--- src/source/hello_pkg.sv ---
// Shared constants and state types for the hello-world register path
// All register addresses are byte addresses on the BAR0 AXI-Lite window
// ID words are placeholders and must be replaced by the card's real PCI IDs

package hello_pkg;

  // --------------------
  // Register map

  // Greeting register, reads back byte-swapped
  localparam logic [31:0] hello_reg_addr = 32'h0000_0500;

  // Virtual LED shadow, low 16 bits only
  localparam logic [31:0] vled_reg_addr = 32'h0000_0504;

  // Returned for any unmapped read
  localparam logic [31:0] unimpl_reg_value = 32'hDEAD_BEEF;

  // --------------------
  // ID and status words

  // Device ID in [31:16], vendor ID in [15:0]
  localparam logic [31:0] cl_id0_value = 32'hF000_1234;

  // Subsystem ID in [31:16], subsystem vendor ID in [15:0]
  localparam logic [31:0] cl_id1_value = 32'h1D51_1234;

  localparam logic [31:0] cl_status0_value = 32'h0000_0FF0;
  localparam logic [31:0] cl_version_value = 32'hEEEE_EE00;

  // --------------------
  // Slave sequencer states

  typedef enum logic [1:0] {
    wr_idle,
    wr_data,
    wr_resp
  } wr_state_e;

  typedef enum logic [1:0] {
    rd_idle,
    rd_lookup,
    rd_resp
  } rd_state_e;

endpackage

--- src/source/axil_if.sv ---
// AXI-Lite bundle with 32-bit address and data
// Single-beat only, so no id, len, last or user fields
// Valid and payload hold steady until the matching ready

interface axil_if;

  // Write address channel
  logic        awvalid;
  logic [31:0] awaddr;
  logic        awready;

  // Write data channel
  logic        wvalid;
  logic [31:0] wdata;
  logic [3:0]  wstrb;
  logic        wready;

  // Write response channel
  logic        bvalid;
  logic [1:0]  bresp;
  logic        bready;

  // Read address channel
  logic        arvalid;
  logic [31:0] araddr;
  logic        arready;

  // Read data channel
  logic        rvalid;
  logic [31:0] rdata;
  logic [1:0]  rresp;
  logic        rready;

  modport master (
    output awvalid, awaddr, wvalid, wdata, wstrb, bready, arvalid, araddr, rready,
    input  awready, wready, bvalid, bresp, arready, rvalid, rdata, rresp
  );

  modport slave (
    input  awvalid, awaddr, wvalid, wdata, wstrb, bready, arvalid, araddr, rready,
    output awready, wready, bvalid, bresp, arready, rvalid, rdata, rresp
  );

endinterface

--- src/source/reg_bus_if.sv ---
// Simple register bus between the AXI-Lite slave and the register block
// wr_en is a one-cycle pulse with address, data and strobe valid alongside
// rd_data is combinational from rd_addr with no wait states

interface reg_bus_if;

  // Write side
  logic        wr_en;
  logic [31:0] wr_addr;
  logic [31:0] wr_data;
  logic [3:0]  wr_strb;

  // Read side
  logic [31:0] rd_addr;
  logic [31:0] rd_data;

  // Bus sequencer end
  modport ctrl (
    output wr_en, wr_addr, wr_data, wr_strb, rd_addr,
    input  rd_data
  );

  // Register block end
  modport regs (
    input  wr_en, wr_addr, wr_data, wr_strb, rd_addr,
    output rd_data
  );

endinterface

--- src/source/axil_reg_slice.sv ---
// Registered AXI-Lite stage with a two-entry buffer per channel
// Adds at least one cycle of latency on every channel
// Ready toward the source depends only on buffer fill, never on the far side

module axil_reg_slice (
  input logic     clk_main_a0,
  input logic     rst_main_n_sync,
  axil_if.slave   up,
  axil_if.master  dn
);

  // Channel index 0 aw, 1 w, 2 ar, 3 b, 4 r
  // Payloads padded to the widest channel (wstrb plus wdata)
  logic        src_valid [5];
  logic        src_ready [5];
  logic [35:0] src_data  [5];
  logic        dst_valid [5];
  logic        dst_ready [5];
  logic [35:0] dst_data  [5];

  // --------------------
  // Forward channels, up to dn

  assign src_valid[0] = up.awvalid;
  assign src_data[0]  = {4'b0000, up.awaddr};
  assign up.awready   = src_ready[0];
  assign dn.awvalid   = dst_valid[0];
  assign dn.awaddr    = dst_data[0][31:0];
  assign dst_ready[0] = dn.awready;

  assign src_valid[1] = up.wvalid;
  assign src_data[1]  = {up.wstrb, up.wdata};
  assign up.wready    = src_ready[1];
  assign dn.wvalid    = dst_valid[1];
  assign dn.wdata     = dst_data[1][31:0];
  assign dn.wstrb     = dst_data[1][35:32];
  assign dst_ready[1] = dn.wready;

  assign src_valid[2] = up.arvalid;
  assign src_data[2]  = {4'b0000, up.araddr};
  assign up.arready   = src_ready[2];
  assign dn.arvalid   = dst_valid[2];
  assign dn.araddr    = dst_data[2][31:0];
  assign dst_ready[2] = dn.arready;

  // --------------------
  // Return channels, dn to up

  assign src_valid[3] = dn.bvalid;
  assign src_data[3]  = {34'd0, dn.bresp};
  assign dn.bready    = src_ready[3];
  assign up.bvalid    = dst_valid[3];
  assign up.bresp     = dst_data[3][1:0];
  assign dst_ready[3] = up.bready;

  assign src_valid[4] = dn.rvalid;
  assign src_data[4]  = {2'b00, dn.rresp, dn.rdata};
  assign dn.rready    = src_ready[4];
  assign up.rvalid    = dst_valid[4];
  assign up.rdata     = dst_data[4][31:0];
  assign up.rresp     = dst_data[4][33:32];
  assign dst_ready[4] = up.rready;

  // --------------------
  // Per-channel two-entry buffer

  for (genvar ch = 0; ch < 5; ch++) begin : g_chan
    logic [35:0] mem [2];
    logic        wr_ptr;
    logic        rd_ptr;
    logic [1:0]  count;
    logic        push;
    logic        pop;

    // Space left means ready, so the source never sees the sink's ready
    assign src_ready[ch] = (count != 2'd2);
    assign dst_valid[ch] = (count != 2'd0);
    assign dst_data[ch]  = mem[rd_ptr];

    assign push = src_valid[ch] && src_ready[ch];
    assign pop  = dst_valid[ch] && dst_ready[ch];

    // Payload storage
    always_ff @(posedge clk_main_a0) begin
      if (push) begin
        mem[wr_ptr] <= src_data[ch];
      end
    end

    // Pointers and fill level
    always_ff @(posedge clk_main_a0) begin
      if (!rst_main_n_sync) begin
        wr_ptr <= 1'b0;
        rd_ptr <= 1'b0;
        count  <= 2'd0;
      end else begin
        if (push) begin
          wr_ptr <= ~wr_ptr;
        end
        if (pop) begin
          rd_ptr <= ~rd_ptr;
        end
        // Simultaneous push and pop leaves the level alone
        case ({push, pop})
          2'b10:   count <= count + 2'd1;
          2'b01:   count <= count - 2'd1;
          default: count <= count;
        endcase
      end
    end
  end

endmodule

--- src/source/ocl_slave.sv ---
// Single-beat AXI-Lite slave onto the register bus
// One write and one read outstanding at a time, each sequenced independently
// Responses are always OKAY, unmapped addresses are resolved by the registers

module ocl_slave (
  input logic      clk_main_a0,
  input logic      rst_main_n_sync,
  axil_if.slave    axil,
  reg_bus_if.ctrl  regs
);

  import hello_pkg::*;

  wr_state_e   wr_state;
  logic [31:0] wr_addr_q;
  logic        aw_fire;
  logic        w_fire;
  logic        b_fire;

  rd_state_e   rd_state;
  logic [31:0] rd_addr_q;
  logic [31:0] rdata_q;
  logic        ar_fire;
  logic        r_fire;

  // --------------------
  // Write sequencer

  assign aw_fire = axil.awvalid && axil.awready;
  assign w_fire  = axil.wvalid && axil.wready;
  assign b_fire  = axil.bvalid && axil.bready;

  always_ff @(posedge clk_main_a0) begin
    if (!rst_main_n_sync) begin
      wr_state <= wr_idle;
    end else begin
      case (wr_state)
        wr_idle: begin
          if (aw_fire) begin
            wr_state <= wr_data;
          end
        end
        // Data beat goes out as the wr_en pulse
        wr_data: begin
          if (w_fire) begin
            wr_state <= wr_resp;
          end
        end
        wr_resp: begin
          if (b_fire) begin
            wr_state <= wr_idle;
          end
        end
        default: wr_state <= wr_idle;
      endcase
    end
  end

  // Address held for the data beat
  always_ff @(posedge clk_main_a0) begin
    if (aw_fire) begin
      wr_addr_q <= axil.awaddr;
    end
  end

  assign axil.awready = (wr_state == wr_idle);
  assign axil.wready  = (wr_state == wr_data);
  assign axil.bvalid  = (wr_state == wr_resp);
  assign axil.bresp   = 2'b00;

  assign regs.wr_en   = w_fire;
  assign regs.wr_addr = wr_addr_q;
  assign regs.wr_data = axil.wdata;
  assign regs.wr_strb = axil.wstrb;

  // --------------------
  // Read sequencer

  assign ar_fire = axil.arvalid && axil.arready;
  assign r_fire  = axil.rvalid && axil.rready;

  always_ff @(posedge clk_main_a0) begin
    if (!rst_main_n_sync) begin
      rd_state <= rd_idle;
    end else begin
      case (rd_state)
        rd_idle: begin
          if (ar_fire) begin
            rd_state <= rd_lookup;
          end
        end
        // Single cycle on the bus, always advances
        rd_lookup: rd_state <= rd_resp;
        rd_resp: begin
          if (r_fire) begin
            rd_state <= rd_idle;
          end
        end
        default: rd_state <= rd_idle;
      endcase
    end
  end

  // Latch address, then sample the mux result at the end of lookup
  always_ff @(posedge clk_main_a0) begin
    if (ar_fire) begin
      rd_addr_q <= axil.araddr;
    end
    if (rd_state == rd_lookup) begin
      rdata_q <= regs.rd_data;
    end
  end

  assign regs.rd_addr = rd_addr_q;

  assign axil.arready = (rd_state == rd_idle);
  assign axil.rvalid  = (rd_state == rd_resp);
  assign axil.rdata   = rdata_q;
  assign axil.rresp   = 2'b00;

endmodule

--- src/source/hello_regs.sv ---
// Greeting and virtual LED registers behind the register bus
// Only the greeting register is writable, other write addresses are dropped
// LED output is masked by the DIP inputs, the LED readback is not

module hello_regs (
  input  logic        clk_main_a0,
  input  logic        rst_main_n_sync,
  reg_bus_if.regs     bus,
  input  logic [15:0] vdip,
  output logic [15:0] vled
);

  import hello_pkg::*;

  logic [31:0] greeting_q;
  logic [31:0] greeting_swapped;
  logic [15:0] vled_q;
  logic        greeting_wr;

  // --------------------
  // Greeting register

  assign greeting_wr = bus.wr_en && (bus.wr_addr == hello_reg_addr);

  // Byte lanes follow wr_strb
  always_ff @(posedge clk_main_a0) begin
    if (!rst_main_n_sync) begin
      greeting_q <= 32'd0;
    end else if (greeting_wr) begin
      for (int lane = 0; lane < 4; lane++) begin
        if (bus.wr_strb[lane]) begin
          greeting_q[8*lane +: 8] <= bus.wr_data[8*lane +: 8];
        end
      end
    end
  end

  // Reads come back with byte order reversed
  assign greeting_swapped = {greeting_q[7:0], greeting_q[15:8],
                             greeting_q[23:16], greeting_q[31:24]};

  // --------------------
  // Virtual LEDs

  // Shadow of greeting low half, one cycle behind
  always_ff @(posedge clk_main_a0) begin
    if (!rst_main_n_sync) begin
      vled_q <= 16'd0;
    end else begin
      vled_q <= greeting_q[15:0];
    end
  end

  // DIP switches gate each LED
  assign vled = vled_q & vdip;

  // --------------------
  // Read mux

  always_comb begin
    if (bus.rd_addr == hello_reg_addr) begin
      bus.rd_data = greeting_swapped;
    end else if (bus.rd_addr == vled_reg_addr) begin
      bus.rd_data = {16'd0, vled_q};
    end else begin
      bus.rd_data = unimpl_reg_value;
    end
  end

endmodule

--- src/source/cl_hello_world.sv ---
// Custom-logic top for the hello-world BAR0 register path
// rst_main_n_sync must already be synchronous to clk_main_a0
// Host accesses are single-beat AXI-Lite, responses always OKAY

module cl_hello_world (
  input  logic        clk_main_a0,
  input  logic        rst_main_n_sync,

  // Host BAR0 AXI-Lite
  input  logic        sh_ocl_awvalid,
  input  logic [31:0] sh_ocl_awaddr,
  output logic        ocl_sh_awready,
  input  logic        sh_ocl_wvalid,
  input  logic [31:0] sh_ocl_wdata,
  input  logic [3:0]  sh_ocl_wstrb,
  output logic        ocl_sh_wready,
  output logic        ocl_sh_bvalid,
  output logic [1:0]  ocl_sh_bresp,
  input  logic        sh_ocl_bready,
  input  logic        sh_ocl_arvalid,
  input  logic [31:0] sh_ocl_araddr,
  output logic        ocl_sh_arready,
  output logic        ocl_sh_rvalid,
  output logic [31:0] ocl_sh_rdata,
  output logic [1:0]  ocl_sh_rresp,
  input  logic        sh_ocl_rready,

  // Virtual switches, LEDs, ID and status
  input  logic [15:0] sh_cl_status_vdip,
  output logic [15:0] cl_sh_status_vled,
  output logic [31:0] cl_sh_id0,
  output logic [31:0] cl_sh_id1,
  output logic [31:0] cl_sh_status0,
  output logic [31:0] cl_sh_status1
);

  import hello_pkg::*;

  // Host side of the slice and core side behind it
  axil_if    host_axil ();
  axil_if    core_axil ();
  reg_bus_if reg_bus ();

  // --------------------
  // Host port mapping

  assign host_axil.awvalid = sh_ocl_awvalid;
  assign host_axil.awaddr  = sh_ocl_awaddr;
  assign host_axil.wvalid  = sh_ocl_wvalid;
  assign host_axil.wdata   = sh_ocl_wdata;
  assign host_axil.wstrb   = sh_ocl_wstrb;
  assign host_axil.bready  = sh_ocl_bready;
  assign host_axil.arvalid = sh_ocl_arvalid;
  assign host_axil.araddr  = sh_ocl_araddr;
  assign host_axil.rready  = sh_ocl_rready;

  assign ocl_sh_awready = host_axil.awready;
  assign ocl_sh_wready  = host_axil.wready;
  assign ocl_sh_bvalid  = host_axil.bvalid;
  assign ocl_sh_bresp   = host_axil.bresp;
  assign ocl_sh_arready = host_axil.arready;
  assign ocl_sh_rvalid  = host_axil.rvalid;
  assign ocl_sh_rdata   = host_axil.rdata;
  assign ocl_sh_rresp   = host_axil.rresp;

  // Fixed identification and status
  assign cl_sh_id0     = cl_id0_value;
  assign cl_sh_id1     = cl_id1_value;
  assign cl_sh_status0 = cl_status0_value;
  assign cl_sh_status1 = cl_version_value;

  // --------------------
  // Datapath

  axil_reg_slice u_slice (
    .clk_main_a0     (clk_main_a0),
    .rst_main_n_sync (rst_main_n_sync),
    .up              (host_axil.slave),
    .dn              (core_axil.master)
  );

  ocl_slave u_slave (
    .clk_main_a0     (clk_main_a0),
    .rst_main_n_sync (rst_main_n_sync),
    .axil            (core_axil.slave),
    .regs            (reg_bus.ctrl)
  );

  hello_regs u_regs (
    .clk_main_a0     (clk_main_a0),
    .rst_main_n_sync (rst_main_n_sync),
    .bus             (reg_bus.regs),
    .vdip            (sh_cl_status_vdip),
    .vled            (cl_sh_status_vled)
  );

endmodule

--- config.mk ---
export PLATFORM = sky130hd
export DESIGN_NAME = cl_hello_world
export DESIGN_NICKNAME = d
export VERILOG_FILES = /design/src/source/hello_pkg.sv /design/src/source/axil_if.sv /design/src/source/reg_bus_if.sv /design/src/source/axil_reg_slice.sv /design/src/source/ocl_slave.sv /design/src/source/hello_regs.sv /design/src/source/cl_hello_world.sv
export SDC_FILE = /design/constraint.sdc
export NUM_CORES = 1
export LEC_CHECK = 0
export ABC_CLOCK_PERIOD_IN_PS = 3270
export BUFFER_PORTS_ARGS = -buffer_cell sky130_fd_sc_hd__buf_2
export CAP_MARGIN = 5
export CORE_MARGIN = 4
export CORE_UTILIZATION = 56
export CTS_CLUSTER_DIAMETER = 80
export DETAILED_ROUTE_END_ITERATION = 6
export HOLD_SLACK_MARGIN = 0.08
export PLACE_DENSITY = 0.8
export SYNTH_ARGS = -nofsm -noshare
export SYNTH_HDL_FRONTEND = slang
export SYNTH_HIERARCHICAL = 1
export SYNTH_SLANG_ARGS = --single-unit
--- constraint.sdc ---
create_clock -name clk_main_a0 -period 3.27 [get_ports clk_main_a0]
set_clock_uncertainty 0.15 [all_clocks]
set_input_delay 0.327 -clock clk_main_a0 [delete_from_list [all_inputs] [get_ports clk_main_a0]]
set_output_delay 0.327 -clock clk_main_a0 [all_outputs]
set_load 0.01 [all_outputs]
; ---- After elaboration in Yosys (flattened, before gate mapping)
; Memory sizes are Yosys's and may differ from the RTL's. A register that Yosys moved wholly into a read port is not among the register bits.
; Cells that the tools add are included.
[op_classes]
reduce_logical = 29
n_mux = 26
add_sub_neg = 10
n_eq_ne = 27
n_bitwise = 9
[op_table]
columns = operator, n
row1 = "32-bit by 11-bit == test with 1-bit output, second input constant", 3
row2 = 32-bit 2-to-1 mux, 2
row3 = 2-bit one-hot mux with 2 select lines, 5
row4 = 2-bit nonzero test, 10
row5 = 16-bit AND, 1
row6 = "2-bit inequality test, second input constant", 8
row7 = "2-bit by 1-bit == test with 1-bit output, second input constant", 7
row8 = "2-bit == test, second input constant", 7
row9 = 1-bit 2-to-1 mux, 12
row10 = 2-bit one-hot mux with 3 select lines, 2
row11 = 1-bit logical AND, 11
row12 = "2-bit by 1-bit adder with 2-bit output, second input constant", 5
row13 = 2-bit 2-to-1 mux, 5
row14 = 2-bit AND reduction, 5
row15 = "2-bit by 1-bit subtractor with 2-bit output, second input constant", 5
row16 = 1-bit NOT, 8
row17 = 2-bit zero test, 2
row18 = "2-bit by 1-bit inequality test with 1-bit output, second input constant", 2
row19 = 3-bit AND reduction, 1
[word_totals]
ff_bits = 102
mem_count = 4
word_cells = 126
input_bits = 123
output_inout_bits = 185
ram_bits = 264
[memory_table]
columns = memory, depth, word_bits, read_ports, rd_clocked_by_memory_dff, write_ports, line_no
row1 = u_slice.g_chan[1].mem, 2, 36, 1, 1, 1, axil_reg_slice.sv:68  ; logic [35:0] mem [2];
row2 = u_slice.g_chan[0].mem, 2, 32, 1, 1, 1, axil_reg_slice.sv:68
row3 = u_slice.g_chan[2].mem, 2, 32, 1, 1, 1, axil_reg_slice.sv:68
row4 = u_slice.g_chan[4].mem, 2, 32, 1, 1, 1, axil_reg_slice.sv:68

; ---- Logic depth before layout (Yosys ltp)
[depth]
depth_word = 4
mapped_depth = 7
mapped_depth_nobuf = 6

; ---- By module
; Netlist, hierarchy kept.
[modules_own_cells]
columns = mod, instances, area_each_um2, seq_area_each_um2, cells_each
row1 = axil_reg_slice, 1, 10901.7, 8668.3, 547
row2 = ocl_slave, 1, 3382.0, 2962.8, 158
row3 = hello_regs, 1, 2413.6, 960.9, 279
row4 = cl_hello_world, 1, 968.4, 0.0, 130

; ---- Worst setup path before layout
; Ideal clock, no wire load.
[synth_timing]
kind = flip-flop to flip-flop
from = reg u_slave.rd_state[0]
to = reg u_slave.rdata_q[0] (netlist: u_slave/axil.rdata[0]), enable pin
setup_slack_ps = 807
stages_incl_launch_ff = 2
setup_ps = 426
path_buffers = 0
synth_period_minus_slack_ps = 2463
t_required_ps = 2694
t_arrival_ps = 1886
cell_sequence = dfxtp_1 nor2b_1
[synth_via]
elab_chain_len = 1
[synth_rtl]
columns = element, line_no
row1 = from (decl), ocl_slave.sv:20  ; rd_state_e rd_state;
row2 = from (signal assigned), ocl_slave.sv:84  ; rd_state <= rd_idle;
row3 = from (signal assigned), ocl_slave.sv:89  ; rd_state <= rd_lookup;
row4 = from (signal assigned), ocl_slave.sv:93  ; rd_lookup: rd_state <= rd_resp;
row5 = 2-bit by 1-bit == test with 1-bit output, ocl_slave.sv:109  ; if (rd_state == rd_lookup) begin
row6 = to (signal assigned), ocl_slave.sv:110  ; rdata_q <= regs.rd_data;
row7 = to (decl), ocl_slave.sv:22  ; logic [31:0] rdata_q;
; No other way between the ends.
; A chain may end at the register's enable or synchronous reset.

; ---- Worst setup path after layout
[layout_timing]
from = reg u_slice.g_chan[1].count[0]
to = reg u_regs.greeting_q[28]
[layout_via]
elab_chain_len = 4
[layout_rtl]
columns = element, line_no
row1 = from (decl), axil_reg_slice.sv:71  ; logic [1:0] count;
row2 = from (signal assigned), axil_reg_slice.sv:105  ; 2'b10: count <= count + 2'd1;
row3 = from (signal assigned), axil_reg_slice.sv:106  ; 2'b01: count <= count - 2'd1;
row4 = from (signal assigned), axil_reg_slice.sv:107  ; default: count <= count;
row5 = 2-bit nonzero test, axil_reg_slice.sv:77  ; assign dst_valid[ch] = (count != 2'd0);
row6 = via core_axil.wvalid, axil_if.sv:13  ; logic wvalid;
row7 = 1-bit logical AND, ocl_slave.sv:30  ; assign w_fire = axil.wvalid && axil.wready;
row8 = via reg_bus.wr_en, reg_bus_if.sv:8  ; logic wr_en;
row9 = 1-bit logical AND, hello_regs.sv:23  ; assign greeting_wr = bus.wr_en && (bus.wr_addr == hello_reg_addr);
row10 = 2-bit AND reduction (no line), -
row11 = "to (signal, indexed assignment)", hello_regs.sv:32  ; greeting_q[8*lane +: 8] <= bus.wr_data[8*lane +: 8];
row12 = to (decl), hello_regs.sv:15  ; logic [31:0] greeting_q;
; The timed path passes the listed nets, and every way through them passes these cells.

==> results_tabular.tex <==
\begin{tabular}{lr}
\hline
Metric & Value \\
\hline
\multicolumn{2}{l}{\textbf{Power and ir drop}} \\
Net load switching power & roughly 3.7 mW \\
Ratio of total power to cell area & around 720 nW/um\^{}2 \\
Share of total power in combinational logic & between 15 and 20\% \\
Fraction of power spent switching nets & between 20\% and 30\% \\
Leakage power of the design & roughly 7.6 nW \\
Seq pwr share & 50.0\% \\
Post-layout power & 15.01 mW \\
Part of the total power dissipated in the clock network & around a third \\
Internal Dissipation & about 11 mW \\
Max rail drop VDD & around 0.00051 V \\
\multicolumn{2}{l}{\textbf{STA}} \\
Final slew viol count & 0 \\
Final period utilization & 80.82\% \\
Final critical path time including I/O delays and setup & between 2 and 3 ns \\
Final total negative setup slack & 0 ns \\
Minimum hold slack & around 0.10 ns \\
Transition time at the pin with the least slew margin & 0.8207 ns \\
Fin. Hold Viols & 0 \\
Worst setup slack after layout & $\sim$0.63 ns \\
Setup violations, final & 0 \\
RSZ-0062 raised after global routing & false \\
Rel. slew slack & a little under half \\
Highest attainable clock frequency & about 0.38 GHz \\
\multicolumn{2}{l}{\textbf{Place}} \\
Placed cell area & about 18000 sq um \\
Buffers on Ports & 179 \\
Hpwl dp & a little over 20000 um \\
Final weighted congestion in routability-driven placement & around 0.76 \\
Post-Place Setup Slack & around 0.69 ns \\
DP Cell Count & roughly 1.6k \\
\multicolumn{2}{l}{\textbf{Setup path}} \\
Data required time of the critical path & roughly 3.6 ns \\
Family with the most delay on the worst path & simple AND/OR/NAND/NOR gates \\
FF-to-FF Start & u\_slice/g\_chan[1].count[0]\$\_SDFFE\_PN0P\_ \\
FF-to-FF End & u\_regs/greeting\_q[28]\$\_SDFFE\_PN0P\_ \\
Register-to-Register Path Depth & 6 \\
Critical path peak fanout & 8 \\
Signal arrival time at the worst endpoint & around 3 ns \\
Classification of the worst setup path & register to register \\
Slowest library cell on the worst path & sky130\_fd\_sc\_hd\_\_nor4\_4 \\
Maximum single-stage delay on the critical path & around 0.63 ns \\
Capturing element of the worst setup path & u\_regs/greeting\_q[28]\$\_SDFFE\_PN0P\_ \\
Worst setup slack for register-to-register paths & 0.63 ns \\
Stages on the worst setup path & 6 \\
Worst setup path start & u\_slice/g\_chan[1].count[0]\$\_SDFFE\_PN0P\_ \\
CP startpoint kind & register \\
Sequence of cells on the critical path & or2\_2 -> and3b\_1 -> nor4b\_1 -> nand4\_2 -> nor4\_4 -> mux2i\_1 \\
Critical path buffers and inverters & 0 \\
Setup crit end kind & register \\
\multicolumn{2}{l}{\textbf{Drt}} \\
Drt pass-1 iters & 4 \\
1st-iter DRT viols & around 550 \\
Avg Vias per Cell & 4.924 \\
Remaining routing DRC violations & 0 \\
Vias post-DR & approximately 9.0k \\
Antenna Violating Nets Remaining & 0 \\
Routed wire length per instance & between 15 and 20 um \\
Wire length reported by the detailed router & roughly 32000 um \\
\multicolumn{2}{l}{\textbf{CTS}} \\
CTS buffer count & between 40 and 50 \\
Buffer cell driving the clock tree root & sky130\_fd\_sc\_hd\_\_clkbuf\_16 \\
Maximum buffer depth of the clock tree & 3 \\
Number of gates resized after CTS & 0 \\
CTS tree & done \\
\# clock sinks & 445 \\
Number of levels in the clock H-tree & 2 \\
Clock slew seen by the registers of the worst setup and hold paths & 0.06 ns \\
Insertion delay to the later sink of the worst-skew pair & between 0.5 and 0.6 ns \\
Post-CTS setup buffer count & 0 \\
\multicolumn{2}{l}{\textbf{Final layout}} \\
Final-layout fill cell count & 1964 \\
Net count, final & 1518 \\
Fin cells & 1825 \\
Fraction of layout instances using a drive strength above 1 & 29.21\% \\
Area occupied by multi-input gates & 4025 sq um \\
Post-layout instance area & 20830 sq um \\
Fraction of the core area covered by cells at the end of the flow & between 60\% and 70\% \\
Area occupied by registers & between 10000 and 15000 sq um \\
Leading cell type in the layout, fill and taps excluded & sky130\_fd\_sc\_hd\_\_edfxtp\_1 \\
Syn-to-layout area delta & 17.89\% \\
Commonest cells after routing, fill and taps aside & 368 x sky130\_fd\_sc\_hd\_\_edfxtp\_1, 179 x sky130\_fd\_sc\_hd\_\_buf\_2, 132 x sky130\_fd\_sc\_hd\_\_conb\_1, 132 x sky130\_fd\_sc\_hd\_\_mux2\_2, 105 x sky130\_fd\_sc\_hd\_\_dlygate4sd3\_1 \\
\multicolumn{2}{l}{\textbf{Global routing}} \\
All-Layer GR Usage & a little under a fifth \\
Global route overflow & 0 \\
Antenna violations before repair & 5 \\
Pin count of the biggest net entering global routing & 67 \\
Via count of the first global-routing pass & around 9.2k \\
First-pass GRT wire length & approximately 49000 um \\
\multicolumn{2}{l}{\textbf{Logic synthesis}} \\
Cells after synthesis & approximately 1.1k \\
Number of storage elements in the synthesis netlist & 445 \\
Post-Syn Area per Cell & 15.86 sq um \\
Synthesis warning total & 6 \\
Sequential share of the synthesized area & between 70\% and 80\% \\
Distinct cell type count of the synthesized netlist & between 40 and 50 \\
Area of the mapped netlist & roughly 18000 sq um \\
\multicolumn{2}{l}{\textbf{Min path}} \\
Hold Path Class & input port to register \\
Beginning of the worst hold path & sh\_ocl\_bready \\
\multicolumn{2}{l}{\textbf{Die}} \\
Die ar. & 34450 sq um \\
Die Width & roughly 190 um \\
Starting Density & 57.30\% \\
I/O pin cnt & 308 \\
Vertical extent of the die & about 190 um \\
Core Rows & 64 \\
Core footprint & slightly above 30000 sq um \\
\multicolumn{2}{l}{\textbf{Flow run}} \\
Number of violations of the max-capacitance limit & 0 \\
\multicolumn{2}{l}{\textbf{Outcome}} \\
Result of the run & finished clean \\
\hline
\end{tabular}
-- cells in the mapped netlist, drive strengths merged --
| cell type | instances | area (sq um) |
|---|---|---|
| xor2 | 5 | 43.79 |
| and3 | 5 | 31.28 |
| and2b | 1 | 7.510 |
| nand4 | 4 | 46.29 |
| dfxtp | 77 | 1541 |
| nor4b | 8 | 91.33 |
| clkbuf | 17 | 63.81 |
| o21ai | 16 | 80.08 |
| ha | 5 | 62.56 |
| and3b | 1 | 8.760 |
| xnor2 | 10 | 87.58 |
| a21bo | 5 | 50.05 |
| and2 | 18 | 112.6 |
| buf | 183 | 1335 |
| nand2 | 82 | 307.8 |
| a2111oi | 1 | 10.01 |
| inv | 38 | 142.6 |
| or2 | 5 | 31.28 |
| or3 | 6 | 37.54 |
| nor2b | 3 | 18.77 |
| edfxtp | 368 | 11050 |
| a21oi | 10 | 50.05 |
| nor4 | 14 | 177.7 |
| mux2i | 48 | 480.5 |
| nand2b | 5 | 31.28 |
| mux2 | 136 | 1531 |
| nor3 | 4 | 20.02 |
| conb | 3 | 11.26 |
| o21a | 7 | 52.55 |
| nor2 | 20 | 75.07 |
| nor4bb | 1 | 10.01 |
| nor3b | 3 | 27.52 |
| nand3b | 5 | 37.54 |
-- repair_timing --
item	CTS	global route
endpoints found under the setup margin	0	0
hold buffers	105	0
hold endpoints to repair	207	0
-- how the worst min path moves through the flow --
| stage | to | depth (start not counted) |
|---|---|---|
| 5_1_grt | register | 4 |
| 3_5_place_dp | u_slice/g_chan[4].mem[0][8]$_DFFE_PP_ | 0 |
| 2_1_floorplan | u_regs/vled_q[0]$_SDFF_PN0_ | 2 |
| 4_1_cts | register | 4 |
| 6_report | register | 4 |
| 3_3_place_gp | u_slice/g_chan[4].mem[0][16]$_DFFE_PP_ | 0 |
-- kinds of logic after synthesis --
group           count (synthesis)  synth area share [%]
mux                           184                 11.39
compound gates                 39                 1.374
simple gates                  185                 6.070
other cells                     3               0.06374
xor+xnor                       15                0.7436
flops                         445                 71.28
buf+inv                       238                 8.726
fa+ha+maj                       5                0.3541
-- routing by layer --
layer,GRT usage (%),part of all wire [%],vias to the layer above,routed length (um)
met2,33.44,53,318,16850
met5,0,0,-,0
met3,3.576,6.2,57,1998
met4,5.975,2.8,0,901
li1,-,-,4277,-
met1,21.34,38,4334,12270
-- flip-flops by register name, indices dropped and copies added, names as in the netlist, named ones only --
register,cells
u_slice/g_chan.mem,272
u_regs/greeting_q,32
u_slave/axil.rdata,32
u_slave/regs.rd_addr,32
u_slave/regs.wr_addr,32
u_regs/vled_q,16
u_slice/g_chan.count,10
u_slice/g_chan.rd_ptr,5
u_slice/g_chan.wr_ptr,5
u_slave/rd_state,2
u_slave/wr_state,2
-- worst register-to-register path, cell delays in order, from the launching register on --
cell and delay (ns):
sky130_fd_sc_hd__dfxtp_1 0.40, sky130_fd_sc_hd__or2_2 0.16, sky130_fd_sc_hd__and3b_1 0.16, sky130_fd_sc_hd__nor4b_1 0.32, sky130_fd_sc_hd__nand4_2 0.40, sky130_fd_sc_hd__nor4_4 0.63
sky130_fd_sc_hd__mux2i_1 0.33
-- power groups by stage --
stage | registers [mW] | clock network (mW) | logic, mW
finish | 7.51 | 5.02 | 2.48
global route | 7.58 | 5.37 | 2.71
CTS | 7.50 | 5.09 | 2.50
detailed placement | 7.61 | 0 | 2.37
global placement | 7.56 | 0 | 2.33
floorplan | 7.55 | 0 | 2.03
-- final cells by class --
type | count | area share [%]
Clock buffer | 64 | 6.242
Timing Repair Buffer | 302 | 9.997
Tap cell | 396 | 2.379
Antenna cell | 5 | 0.06008
Inverter | 38 | 0.6849
Sequential cell | 445 | 60.46
Multi-Input combinational cell | 560 | 19.33
Clock inverter | 15 | 0.8471
Note: power is estimated with default switching activity, not from simulation.
